--- src/design/isa_pkg.sv ---
package isa_pkg;

    localparam int xlen = 32;

    typedef enum logic [6:0] {
        opc_op_imm = 7'b0010011,
        opc_op     = 7'b0110011,
        opc_branch = 7'b1100011,
        opc_jal    = 7'b1101111,
        opc_jalr   = 7'b1100111,
        opc_lui    = 7'b0110111,
        opc_load   = 7'b0000011,
        opc_store  = 7'b0100011
    } opcode_t;

    // ########################################
    // Instruction formats

    typedef struct packed {
        logic [6:0] funct7;
        logic [4:0] rs2;
        logic [4:0] rs1;
        logic [2:0] funct3;
        logic [4:0] rd;
        logic [6:0] opcode;
    } r_fmt_t;

    typedef struct packed {
        logic [11:0] imm;
        logic [4:0]  rs1;
        logic [2:0]  funct3;
        logic [4:0]  rd;
        logic [6:0]  opcode;
    } i_fmt_t;

    typedef struct packed {
        logic [6:0] imm_hi;
        logic [4:0] rs2;
        logic [4:0] rs1;
        logic [2:0] funct3;
        logic [4:0] imm_lo;
        logic [6:0] opcode;
    } s_fmt_t;

    typedef struct packed {
        logic       imm_12;
        logic [5:0] imm_10_5;
        logic [4:0] rs2;
        logic [4:0] rs1;
        logic [2:0] funct3;
        logic [3:0] imm_4_1;
        logic       imm_11;
        logic [6:0] opcode;
    } b_fmt_t;

    typedef struct packed {
        logic [19:0] imm;
        logic [4:0]  rd;
        logic [6:0]  opcode;
    } u_fmt_t;

    typedef struct packed {
        logic       imm_20;
        logic [9:0] imm_10_1;
        logic       imm_11;
        logic [7:0] imm_19_12;
        logic [4:0] rd;
        logic [6:0] opcode;
    } j_fmt_t;

    typedef union packed {
        r_fmt_t r;
        i_fmt_t i;
        s_fmt_t s;
        b_fmt_t b;
        u_fmt_t u;
        j_fmt_t j;
    } instr_u;

    // ########################################
    // Function codes

    localparam logic [2:0] f3_add_sub = 3'b000;
    localparam logic [2:0] f3_slt     = 3'b010;
    localparam logic [2:0] f3_xor     = 3'b100;
    localparam logic [2:0] f3_or      = 3'b110;
    localparam logic [2:0] f3_and     = 3'b111;

    localparam logic [2:0] f3_beq = 3'b000;
    localparam logic [2:0] f3_bne = 3'b001;
    localparam logic [2:0] f3_blt = 3'b100;
    localparam logic [2:0] f3_bge = 3'b101;

    localparam logic [6:0] f7_sub = 7'b0100000;

endpackage

--- src/design/ctrl_pkg.sv ---
package ctrl_pkg;

    typedef enum logic [2:0] {
        st_fetch,
        st_decode,
        st_execute,
        st_memory,
        st_writeback
    } state_t;

    // ########################################
    // Mux selects

    typedef enum logic {
        addr_pc,
        addr_result
    } addr_src_t;

    typedef enum logic [1:0] {
        src_a_pc,
        src_a_old_pc,
        src_a_reg
    } src_a_t;

    typedef enum logic [1:0] {
        src_b_reg,
        src_b_imm,
        src_b_four
    } src_b_t;

    typedef enum logic [1:0] {
        res_alu_reg,
        res_mdr,
        res_alu_live
    } result_src_t;

    typedef enum logic [2:0] {
        imm_i,
        imm_s,
        imm_b,
        imm_u,
        imm_j
    } imm_sel_t;

    typedef enum logic [3:0] {
        alu_add,
        alu_sub,
        alu_and,
        alu_or,
        alu_xor,
        alu_slt,
        alu_pass_b
    } alu_op_t;

    typedef struct packed {
        addr_src_t   address_source;
        logic        ir_write;
        logic        pc_write;
        logic        reg_write;
        logic        mem_write;
        src_a_t      src_a;
        src_b_t      src_b;
        alu_op_t     alu_op;
        imm_sel_t    imm_sel;
        result_src_t result_src;
    } ctrl_word_t;

endpackage

--- src/design/alu_unit.sv ---
`timescale 1ns/1ps

module alu_unit import ctrl_pkg::*; (
    input  logic [31:0] a,
    input  logic [31:0] b,
    input  alu_op_t     op,
    output logic [31:0] result,
    output logic        zero_flag,
    output logic        negative_flag
);

    logic less;

    assign less = $signed(a) < $signed(b); // Immune to subtraction overflow.

    always_comb begin
        case (op)
            alu_add:    result = a + b;
            alu_sub:    result = a - b;
            alu_and:    result = a & b;
            alu_or:     result = a | b;
            alu_xor:    result = a ^ b;
            alu_slt:    result = {31'b0, less};
            alu_pass_b: result = b;
            default:    result = a + b;
        endcase
    end

    assign zero_flag     = (result == 32'd0);
    assign negative_flag = less;

endmodule

--- src/design/register_file.sv ---
`timescale 1ns/1ps

module register_file import isa_pkg::*; (
    input  logic            clk,
    input  logic            rst,
    input  logic [4:0]      raddr1,
    input  logic [4:0]      raddr2,
    output logic [xlen-1:0] rdata1,
    output logic [xlen-1:0] rdata2,
    input  logic            we,
    input  logic [4:0]      waddr,
    input  logic [xlen-1:0] wdata
);

    logic [xlen-1:0] regs [1:31]; // x0 has no storage.

    always_ff @(posedge clk or posedge rst) begin
        if (rst) begin
            for (int i = 1; i < 32; i++) begin
                regs[i] <= '0;
            end
        end else if (we && waddr != 5'd0) begin
            regs[waddr] <= wdata;
        end
    end

    assign rdata1 = (raddr1 == 5'd0) ? '0 : regs[raddr1];
    assign rdata2 = (raddr2 == 5'd0) ? '0 : regs[raddr2];

endmodule

--- src/design/mc_controller.sv ---
`timescale 1ns/1ps

module mc_controller import isa_pkg::*, ctrl_pkg::*; (
    input  logic       clk,
    input  logic       rst,
    input  instr_u     instr,
    input  logic       zero_flag,
    input  logic       negative_flag,
    output ctrl_word_t ctrl
);

    state_t     state;
    state_t     next_state;
    logic [6:0] opcode;
    logic [2:0] funct3;
    logic       supported;
    logic       branch_taken;
    src_a_t     op_src_a;
    src_b_t     op_src_b;
    imm_sel_t   op_imm_sel;
    alu_op_t    op_alu;

    assign opcode = instr.r.opcode;
    assign funct3 = instr.r.funct3;

    function automatic alu_op_t arith_op(input logic [2:0] f3, input logic sub);
        case (f3)
            f3_add_sub: return sub ? alu_sub : alu_add;
            f3_slt:     return alu_slt;
            f3_xor:     return alu_xor;
            f3_or:      return alu_or;
            f3_and:     return alu_and;
            default:    return alu_add;
        endcase
    endfunction

    // ########################################
    // Decoder

    always_comb begin
        case (opcode)
            opc_op_imm, opc_op, opc_branch, opc_jal,
            opc_jalr, opc_lui, opc_load, opc_store: supported = 1'b1;
            default:                                supported = 1'b0;
        endcase
    end

    always_comb begin
        case (funct3)
            f3_beq:  branch_taken = zero_flag;
            f3_bne:  branch_taken = !zero_flag;
            f3_blt:  branch_taken = negative_flag; // Signed compare from the ALU.
            f3_bge:  branch_taken = !negative_flag;
            default: branch_taken = 1'b0;
        endcase
    end

    // Operand setup held from execute through writeback, so the result register stays put.
    always_comb begin
        op_src_a   = src_a_reg;
        op_src_b   = src_b_imm;
        op_imm_sel = imm_i;
        op_alu     = alu_add;
        case (opcode)
            opc_op_imm: op_alu = arith_op(funct3, 1'b0);
            opc_op: begin
                op_src_b = src_b_reg;
                op_alu   = arith_op(funct3, instr.r.funct7 == f7_sub);
            end
            opc_branch: begin
                op_src_b = src_b_reg;
                op_alu   = alu_sub;
            end
            opc_lui: begin
                op_imm_sel = imm_u;
                op_alu     = alu_pass_b;
            end
            opc_store:         op_imm_sel = imm_s;
            opc_jal, opc_jalr: begin
                op_src_a = src_a_old_pc; // Link address is old PC plus four.
                op_src_b = src_b_four;
            end
            default:           op_alu = alu_add;
        endcase
    end

    // ########################################
    // State machine

    always_comb begin
        case (state)
            st_fetch:   next_state = st_decode;
            st_decode:  next_state = supported ? st_execute : st_fetch;
            st_execute: next_state = st_memory;
            st_memory:  next_state = st_writeback;
            default:    next_state = st_fetch;
        endcase
    end

    always_ff @(posedge clk or posedge rst) begin
        if (rst) begin
            state <= st_fetch;
        end else begin
            state <= next_state;
        end
    end

    always_comb begin
        ctrl.address_source = addr_pc;
        ctrl.ir_write       = 1'b0;
        ctrl.pc_write       = 1'b0;
        ctrl.reg_write      = 1'b0;
        ctrl.mem_write      = 1'b0;
        ctrl.src_a          = op_src_a;
        ctrl.src_b          = op_src_b;
        ctrl.alu_op         = op_alu;
        ctrl.imm_sel        = op_imm_sel;
        ctrl.result_src     = res_alu_reg;
        case (state)
            st_fetch: begin
                ctrl.ir_write   = 1'b1;
                ctrl.pc_write   = 1'b1; // PC advances by four.
                ctrl.src_a      = src_a_pc;
                ctrl.src_b      = src_b_four;
                ctrl.alu_op     = alu_add;
                ctrl.result_src = res_alu_live;
            end
            st_decode: begin
                ctrl.src_a   = src_a_old_pc; // Branch or jump target.
                ctrl.src_b   = src_b_imm;
                ctrl.alu_op  = alu_add;
                ctrl.imm_sel = (opcode == opc_jal) ? imm_j : imm_b;
            end
            st_execute: begin
                case (opcode)
                    opc_branch: ctrl.pc_write = branch_taken;
                    opc_jal:    ctrl.pc_write = 1'b1;
                    opc_jalr: begin
                        ctrl.pc_write   = 1'b1;
                        ctrl.src_a      = src_a_reg;
                        ctrl.src_b      = src_b_imm;
                        ctrl.imm_sel    = imm_i;
                        ctrl.alu_op     = alu_add;
                        ctrl.result_src = res_alu_live;
                    end
                    default:    ctrl.pc_write = 1'b0;
                endcase
            end
            st_memory: begin
                if (opcode == opc_load || opcode == opc_store) begin
                    ctrl.address_source = addr_result;
                end
                ctrl.mem_write = (opcode == opc_store);
            end
            st_writeback: begin
                ctrl.reg_write  = !(opcode == opc_branch || opcode == opc_store);
                ctrl.result_src = (opcode == opc_load) ? res_mdr : res_alu_reg;
            end
            default: ctrl.ir_write = 1'b0;
        endcase
    end

endmodule

--- src/design/mc_datapath.sv ---
`timescale 1ns/1ps

module mc_datapath import isa_pkg::*, ctrl_pkg::*; #(
    parameter logic [xlen-1:0] reset_pc = '0
) (
    input  logic            clk,
    input  logic            rst,
    input  ctrl_word_t      ctrl,
    input  logic [xlen-1:0] mem_rdata,
    input  logic [xlen-1:0] alu_result,
    input  logic [xlen-1:0] rf_rdata1,
    input  logic [xlen-1:0] rf_rdata2,
    output instr_u          instr,
    output logic [xlen-1:0] alu_a,
    output logic [xlen-1:0] alu_b,
    output alu_op_t         alu_op,
    output logic [4:0]      rf_raddr1,
    output logic [4:0]      rf_raddr2,
    output logic [4:0]      rf_waddr,
    output logic [xlen-1:0] rf_wdata,
    output logic            rf_we,
    output logic [xlen-1:0] mem_addr,
    output logic [xlen-1:0] mem_wdata,
    output logic            mem_we
);

    logic [xlen-1:0] pc;
    logic [xlen-1:0] old_pc;
    logic [xlen-1:0] mdr;
    logic [xlen-1:0] reg_a;
    logic [xlen-1:0] reg_b;
    logic [xlen-1:0] alu_reg;
    logic [xlen-1:0] imm_ext;
    logic [xlen-1:0] result;
    instr_u          ir;

    // ########################################
    // Architectural registers

    always_ff @(posedge clk or posedge rst) begin
        if (rst) begin
            pc <= reset_pc;
        end else if (ctrl.pc_write) begin
            pc <= result;
        end
    end

    always_ff @(posedge clk) begin
        if (ctrl.ir_write) begin
            ir     <= mem_rdata;
            old_pc <= pc; // Base for targets and the link address.
        end
        mdr     <= mem_rdata;
        reg_a   <= rf_rdata1;
        reg_b   <= rf_rdata2;
        alu_reg <= alu_result;
    end

    // ########################################
    // Immediates and multiplexers

    always_comb begin
        case (ctrl.imm_sel)
            imm_i:   imm_ext = {{20{ir.i.imm[11]}}, ir.i.imm};
            imm_s:   imm_ext = {{20{ir.s.imm_hi[6]}}, ir.s.imm_hi, ir.s.imm_lo};
            imm_b:   imm_ext = {{19{ir.b.imm_12}}, ir.b.imm_12, ir.b.imm_11,
                                ir.b.imm_10_5, ir.b.imm_4_1, 1'b0};
            imm_u:   imm_ext = {ir.u.imm, 12'b0};
            imm_j:   imm_ext = {{11{ir.j.imm_20}}, ir.j.imm_20, ir.j.imm_19_12,
                                ir.j.imm_11, ir.j.imm_10_1, 1'b0};
            default: imm_ext = '0;
        endcase
    end

    always_comb begin
        case (ctrl.src_a)
            src_a_pc:     alu_a = pc;
            src_a_old_pc: alu_a = old_pc;
            default:      alu_a = reg_a;
        endcase
    end

    always_comb begin
        case (ctrl.src_b)
            src_b_reg: alu_b = reg_b;
            src_b_imm: alu_b = imm_ext;
            default:   alu_b = 32'd4;
        endcase
    end

    always_comb begin
        case (ctrl.result_src)
            res_mdr:      result = mdr;
            res_alu_live: result = alu_result;
            default:      result = alu_reg;
        endcase
    end

    assign instr     = ir;
    assign alu_op    = ctrl.alu_op;
    assign rf_raddr1 = ir.r.rs1;
    assign rf_raddr2 = ir.r.rs2;
    assign rf_waddr  = ir.r.rd;
    assign rf_wdata  = result;
    assign rf_we     = ctrl.reg_write;
    assign mem_addr  = (ctrl.address_source == addr_result) ? alu_reg : pc;
    assign mem_wdata = reg_b; // Store data read in decode.
    assign mem_we    = ctrl.mem_write;

endmodule

--- src/design/riscv_multicycle_core.sv ---
`timescale 1ns/1ps

module riscv_multicycle_core import isa_pkg::*, ctrl_pkg::*; #(
    parameter logic [xlen-1:0] reset_pc = '0
) (
    input  logic            clk,
    input  logic            rst,
    output logic [xlen-1:0] mem_addr,
    output logic [xlen-1:0] mem_wdata,
    output logic            mem_we,
    input  logic [xlen-1:0] mem_rdata
);

    ctrl_word_t      ctrl;
    instr_u          instr;
    logic            zero_flag;
    logic            negative_flag;
    logic [xlen-1:0] alu_a;
    logic [xlen-1:0] alu_b;
    logic [xlen-1:0] alu_result;
    alu_op_t         alu_op;
    logic [4:0]      rf_raddr1;
    logic [4:0]      rf_raddr2;
    logic [4:0]      rf_waddr;
    logic [xlen-1:0] rf_rdata1;
    logic [xlen-1:0] rf_rdata2;
    logic [xlen-1:0] rf_wdata;
    logic            rf_we;

    mc_controller u_controller (
        .clk           (clk),
        .rst           (rst),
        .instr         (instr),
        .zero_flag     (zero_flag),
        .negative_flag (negative_flag),
        .ctrl          (ctrl)
    );

    mc_datapath #(
        .reset_pc (reset_pc)
    ) u_datapath (
        .clk        (clk),
        .rst        (rst),
        .ctrl       (ctrl),
        .mem_rdata  (mem_rdata),
        .alu_result (alu_result),
        .rf_rdata1  (rf_rdata1),
        .rf_rdata2  (rf_rdata2),
        .instr      (instr),
        .alu_a      (alu_a),
        .alu_b      (alu_b),
        .alu_op     (alu_op),
        .rf_raddr1  (rf_raddr1),
        .rf_raddr2  (rf_raddr2),
        .rf_waddr   (rf_waddr),
        .rf_wdata   (rf_wdata),
        .rf_we      (rf_we),
        .mem_addr   (mem_addr),
        .mem_wdata  (mem_wdata),
        .mem_we     (mem_we)
    );

    // Flags go straight to the controller for the branch decision in execute.
    alu_unit u_alu (
        .a             (alu_a),
        .b             (alu_b),
        .op            (alu_op),
        .result        (alu_result),
        .zero_flag     (zero_flag),
        .negative_flag (negative_flag)
    );

    register_file u_regfile (
        .clk    (clk),
        .rst    (rst),
        .raddr1 (rf_raddr1),
        .raddr2 (rf_raddr2),
        .rdata1 (rf_rdata1),
        .rdata2 (rf_rdata2),
        .we     (rf_we),
        .waddr  (rf_waddr),
        .wdata  (rf_wdata)
    );

endmodule

--- config.mk ---
export PLATFORM = sky130hd
export DESIGN_NAME = riscv_multicycle_core
export DESIGN_NICKNAME = d
export VERILOG_FILES = /design/src/design/isa_pkg.sv /design/src/design/ctrl_pkg.sv /design/src/design/alu_unit.sv /design/src/design/register_file.sv /design/src/design/mc_controller.sv /design/src/design/mc_datapath.sv /design/src/design/riscv_multicycle_core.sv
export SDC_FILE = /design/constraint.sdc
export NUM_CORES = 2
export LEC_CHECK = 0
export ABC_CLOCK_PERIOD_IN_PS = 40900
export BUFFER_PORTS_ARGS = -buffer_cell sky130_fd_sc_hd__buf_2
export CAP_MARGIN = 20
export CELL_PAD_IN_SITES_DETAIL_PLACEMENT = 0
export CELL_PAD_IN_SITES_GLOBAL_PLACEMENT = 1
export CORE_ASPECT_RATIO = 1.2
export CORE_MARGIN = 2
export CORE_UTILIZATION = 45
export CTS_BUF_LIST = sky130_fd_sc_hd__clkbuf_8 sky130_fd_sc_hd__clkbuf_16
export DETAILED_ROUTE_END_ITERATION = 8
export GPL_ROUTABILITY_DRIVEN = 0
export PLACE_DENSITY_LB_ADDON = 0.1
export SLEW_MARGIN = 20
export SYNTH_ARGS = -nofsm -noshare
export SYNTH_HDL_FRONTEND = slang
export SYNTH_SLANG_ARGS = --single-unit
--- constraint.sdc ---
create_clock -name clk -period 40.9 [get_ports clk]
set_clock_uncertainty 0.05 [all_clocks]
set_input_delay 10.225 -clock clk [delete_from_list [all_inputs] [get_ports clk]]
set_output_delay 10.225 -clock clk [all_outputs]
set_load 0.02 [all_outputs]
==> Word-level counts from Yosys, hierarchy flattened <==
Index checks and enable logic that the tools add are counted.
{ "totals": {"output_inout_bits": 65, "register_bits": 1219} }
{ "op_classes": {"reduce_logical": 19, "bitwise_logic": 6, "n_mux": 39, "add_sub_neg": 2, "eq_ne": 33, "n_lt_le_gt_ge": 5} }
{ "op_table": {"columns": ["op", "n"], "rows": [
  ["$bwmux 992", 1],
  ["$bmux 32 s5", 2],
  ["$mux 32", 6],
  ["$pmux 32 s2", 3],
  ["$pmux 32 s6", 1],
  ["$demux 32 s5", 1],
  ["$pmux 32 s5", 1],
  ["$add 32x32->32", 1],
  ["$and 32x32->32", 1],
  ["$logic_not 32->1", 1],
  ["$lt 32x32->1", 1],
  ["$or 32x32->32", 1],
  ["$sub 32x32->32", 1],
  ["$xor 32x32->32", 1],
  ["$eq 7x6->1 const B", 4],
  ["$pmux 3 s4", 2],
  ["$pmux 8 s3", 1],
  ["$eq 7x7->1 const B", 3],
  ["$pmux 4 s5", 1],
  ["$eq 3x3->1 const B", 6],
  ["$ge 6x6->1 const B", 3],
  ["$not 5->6", 3],
  ["$pmux 4 s4", 1],
  ["$eq 3x2->1 const B", 5],
  ["other kinds (27)", 53]
]} }

==> Logic depth before layout (Yosys ltp) <==
{ "depth": {"word_depth": 16, "mapped_depth": 29, "mapped_depth_nobuf": 25} }

==> By module <==
A second synthesis with hierarchy kept.
{ "hier_totals": {"hier_cells": 5384, "hier_area_um2": 68186.6} }
{ "by_module_without_submodules": {"columns": ["mod", "n_inst", "area_each_um2", "cells_each"], "rows": [
  ["register_file", 1, 53456.3, 3766],
  ["mc_datapath", 1, 8321.7, 655],
  ["alu_unit", 1, 5834.3, 882],
  ["mc_controller", 1, 574.3, 81]
]} }

==> Worst setup path after synthesis <==
OpenSTA, ideal clock, no wires.
{ "synth_path": {"kind": "register to output", "from": "reg u_datapath.ir (netlist bit u_datapath.instr[3])", "to": "out mem_addr[31]", "arrival_time_ps": 1962, "required_time_ps": 30625, "n_path_buf": 1, "path_slack_ps": 28663, "stages_incl_launch_ff": 6, "path_cell_list": "edfxtp_1 -> nand3b_4 -> nor2_1 -> nand3_1 -> clkbuf_1 -> o21ai_0"} }
{ "synth_between": {"elab_chain_len": 5} }
{ "synth_rtl": {"columns": ["item", "line", "text"], "rows": [
  ["start: declaration", "mc_datapath.sv:35", "instr_u ir;"],
  ["start signal: assignment", "mc_datapath.sv:50", "ir <= mem_rdata;"],
  ["$eq 7x2->1 / $eq 7x6->1 (equally long branches)", "mc_controller.sv:150", "if (opcode == opc_load || opcode == opc_store) begin"],
  ["$logic_or 1x1->1 (*)", "mc_controller.sv:150", null],
  ["$mux 1 (*)", "mc_controller.sv:150", null],
  ["$mux 1 (*)", "mc_controller.sv:119", "case (state)"],
  ["$mux 32 (*)", "mc_datapath.sv:106", "assign mem_addr = (ctrl.address_source == addr_result) ? alu_reg : pc;"],
  ["end: declaration", "riscv_multicycle_core.sv:8", "output logic [xlen-1:0] mem_addr,"]
]} }
Every way passes the cells marked *; elsewhere a longest branch is shown, timed or not.

==> qor.yml <==
run_status: "finished, final reports clean"
finalCritPeriodShare: 0.342
routed_wl_um: 237000
start_util: 0.452
coreArea_um2: 145000
p_total_mw: 6.39
chipWidth_um: 352
finalHoldViolations: 0
num_vias: 48229
critical_path.most_common_cell: "buf_4"
cts_sinks: 1219
cts_setup_buffers: 0
relSlewSlack: 0.196
power.switching_mw: 3.17
synth.avg_cell_area_um2: 11.1
die_h_um: 421
grtUsageMet2: 0.516
antenna_found_initial: 14
crit_type: "in -> async"
syn-instance-count: 5867
cp_max_fo: 108
drt_iter0_drc: 4771
dpl_cell_area_um2: 67600
hold_slack_ns: 0.409
vdd_drop_max_mv: 0.0741
fin_crit_ns: 13.98
internal_power_mw: 3.23
p_leak_nw: 30.9
clock_path_buffers: 3
grt_busiest_layer: "met2"
clk_pin_slew_ns: 0.07
critPathCaptureType: "async pin"
swShare: 0.495
fin_setup_tns_ns: 0
grt_util_met1: 0.435
async_flop_share: 0.842
fin_ws_ns: 26.92
timing.fmax_mhz: 71.5
hp-class: "reg -> reg"
root_buffer: "clkbuf_16"
synth_compound_area_frac: 0.142
use_met3: 0.0507
drc: 0
cts_made_buffers: 133
io_pins: 99
synth_edf_count: 64
pre_cts_slack_ns: 25.94
synth.distinct_cells: 122
path_buf_inv: 7
ys_seq_area_frac: 0.463
port_buffers: 98
synthAdderAreaFrac: 0.0194
wire_per_inst_um: 30.7
slowest_stage: "buf_4"
slew_viol_final: 0
yosys_warnings: 0
rsz0062_at_grt: "false"
grt_pass1_wl_um: 345000
synth_simple_gate_area_frac: 0.0937
regMostFlops: "u_regfile.regs"
antenna_left: 0
worst_setup_path_start_kind: "input pin"
synth_area_um2: 65300
cp_top_family: "buffers and inverters"
cts-resized-gates: 0
utilization: 0.498
drive_gt1_frac: 0.230
final_cells: 7737
yosys_register_bits: 1219
dp.cells: 7489
dp.final_hpwl_um: 143000
area_growth_pct: 10.3
reg2reg_slack_ns: 30.63
largest_register_ffs: 992
slowest_delay_ns: 0.77
avgViaCountPerCell: 6.23
cts_hold_buf: 0
drt_pass1_iterations: 6
p_clk_frac: 0.188
synth_top_family_by_area: "multiplexers"
rows: 153
worst-slew-pin-transition_ns: 1.19
setup-violations-final: 0
syn_nets: 6001
dieArea_um2: 148000
grt_pass1_vias: 47738
htreeDepth: 4
clock_latency_ns: 0.79
crit_chain: "buf_2 -> inv_8 -> buf_4 -> buf_4 -> buf_4 -> buf_4 -> buf_4"
crit_arrival_ns: 14.76
power_frac_comb: 0.570
grt_start_max_net_pins: 120
powerDensity_nw_per_um2: 88.9
seqPwrFrac: 0.242
synth-main-ff-cell: "dfrtp_1"
drv_cap: 0
design_area_um2: 72000
worstPathRequired_ns: 41.68
synth-xor-area-share: 0.00242
synth.area.mux_share: 0.239
nNetsFinal: 5822
grt_remaining_overflow: 0
grt_usage: 0.325
cts_tree: "built"
==> routing by layer <==
| metal | vias up | wire length (um) |
|---|---|---|
| met5 | - | 39 |
| met4 | 6 | 13000 |
| met3 | 512 | 14600 |
| met2 | 1852 | 112000 |
| met1 | 24806 | 97200 |
| li1 | 21053 | - |
==> cells in the mapped netlist (20+ instances only) <==
master / n / area, um2
buf_2: 29 / 145
a21oi_1: 148 / 741
buf_1: 58 / 218
nand3_1: 26 / 130
mux4_2: 576 / 13000
edfxtp_1: 64 / 1920
dfxtp_1: 128 / 2560
nand2_1: 1114 / 4180
nor3_1: 26 / 130
clkbuf_1: 444 / 1670
mux2_2: 192 / 2160
ha_1: 98 / 1230
dfrtp_1: 1027 / 25700
o21ai_0: 1030 / 5150
o21a_1: 46 / 345
a22oi_1: 42 / 315
a22o_1: 74 / 648
mux2i_1: 41 / 410
o211ai_1: 25 / 188
nor2_1: 144 / 541
inv_1: 141 / 529
a21o_1: 20 / 150
==> final timing paths <==
kind	cells past startpoint	start	to
setup / recovery	7	rst	u_regfile.regs[214]
hold / removal	0	u_datapath.pc[19]	u_datapath.old_pc[19]
setup reg to reg	26	u_controller.state[2]	u_datapath.pc[30]
hold reg to reg	0	u_datapath.pc[19]	u_datapath.old_pc[19]
max in group clk	6	u_datapath.instr[3]	mem_addr[19]
min in group asynchronous	2	rst	u_regfile.regs[291]
==> logic make-up after synthesis <==
| group | after synthesis |
|---|---|
| compound gates | 1578 |
| xor+xnor | 18 |
| fa+ha+maj | 100 |
| buf+inv | 687 |
| flops | 1219 |
| mux | 811 |
| simple gates | 1454 |
==> cell usage in the layout (no fill, tap or decap), drive strengths merged, types with 64 or more instances in the layout <==
master and count:
a21oi 148, a22o 74, inv 184, o21ai 1040, nand2 1114, nor2 147
edfxtp 64, clkbuf 157, ha 98, dfxtp 128, mux2 194, buf 230
dfrtp 1027, mux4 576
==> power groups by stage <==
stage	Clock (mW)	Combinational, mW	Sequential [mW]
2_1_floorplan	0	2.35	1.50
3_3_place_gp	0	3.56	1.55
3_5_place_dp	0	3.56	1.56
4_1_cts	1.22	3.57	1.54
5_1_grt	1.27	3.85	1.56
6_report	1.20	3.64	1.55
==> cell type report <==
cell class	count	area (um2)
Clock inverter	79	563
Timing Repair Buffer	230	1590
Fill cell	13037	72600
Multi-Input combinational cell	3961	32900
Inverter	143	552
Sequential cell	1219	30200
Tap cell	1937	2420
Clock buffer	157	3710
Antenna cell	11	27.5
Note: power is estimated with default switching activity, not from simulation.
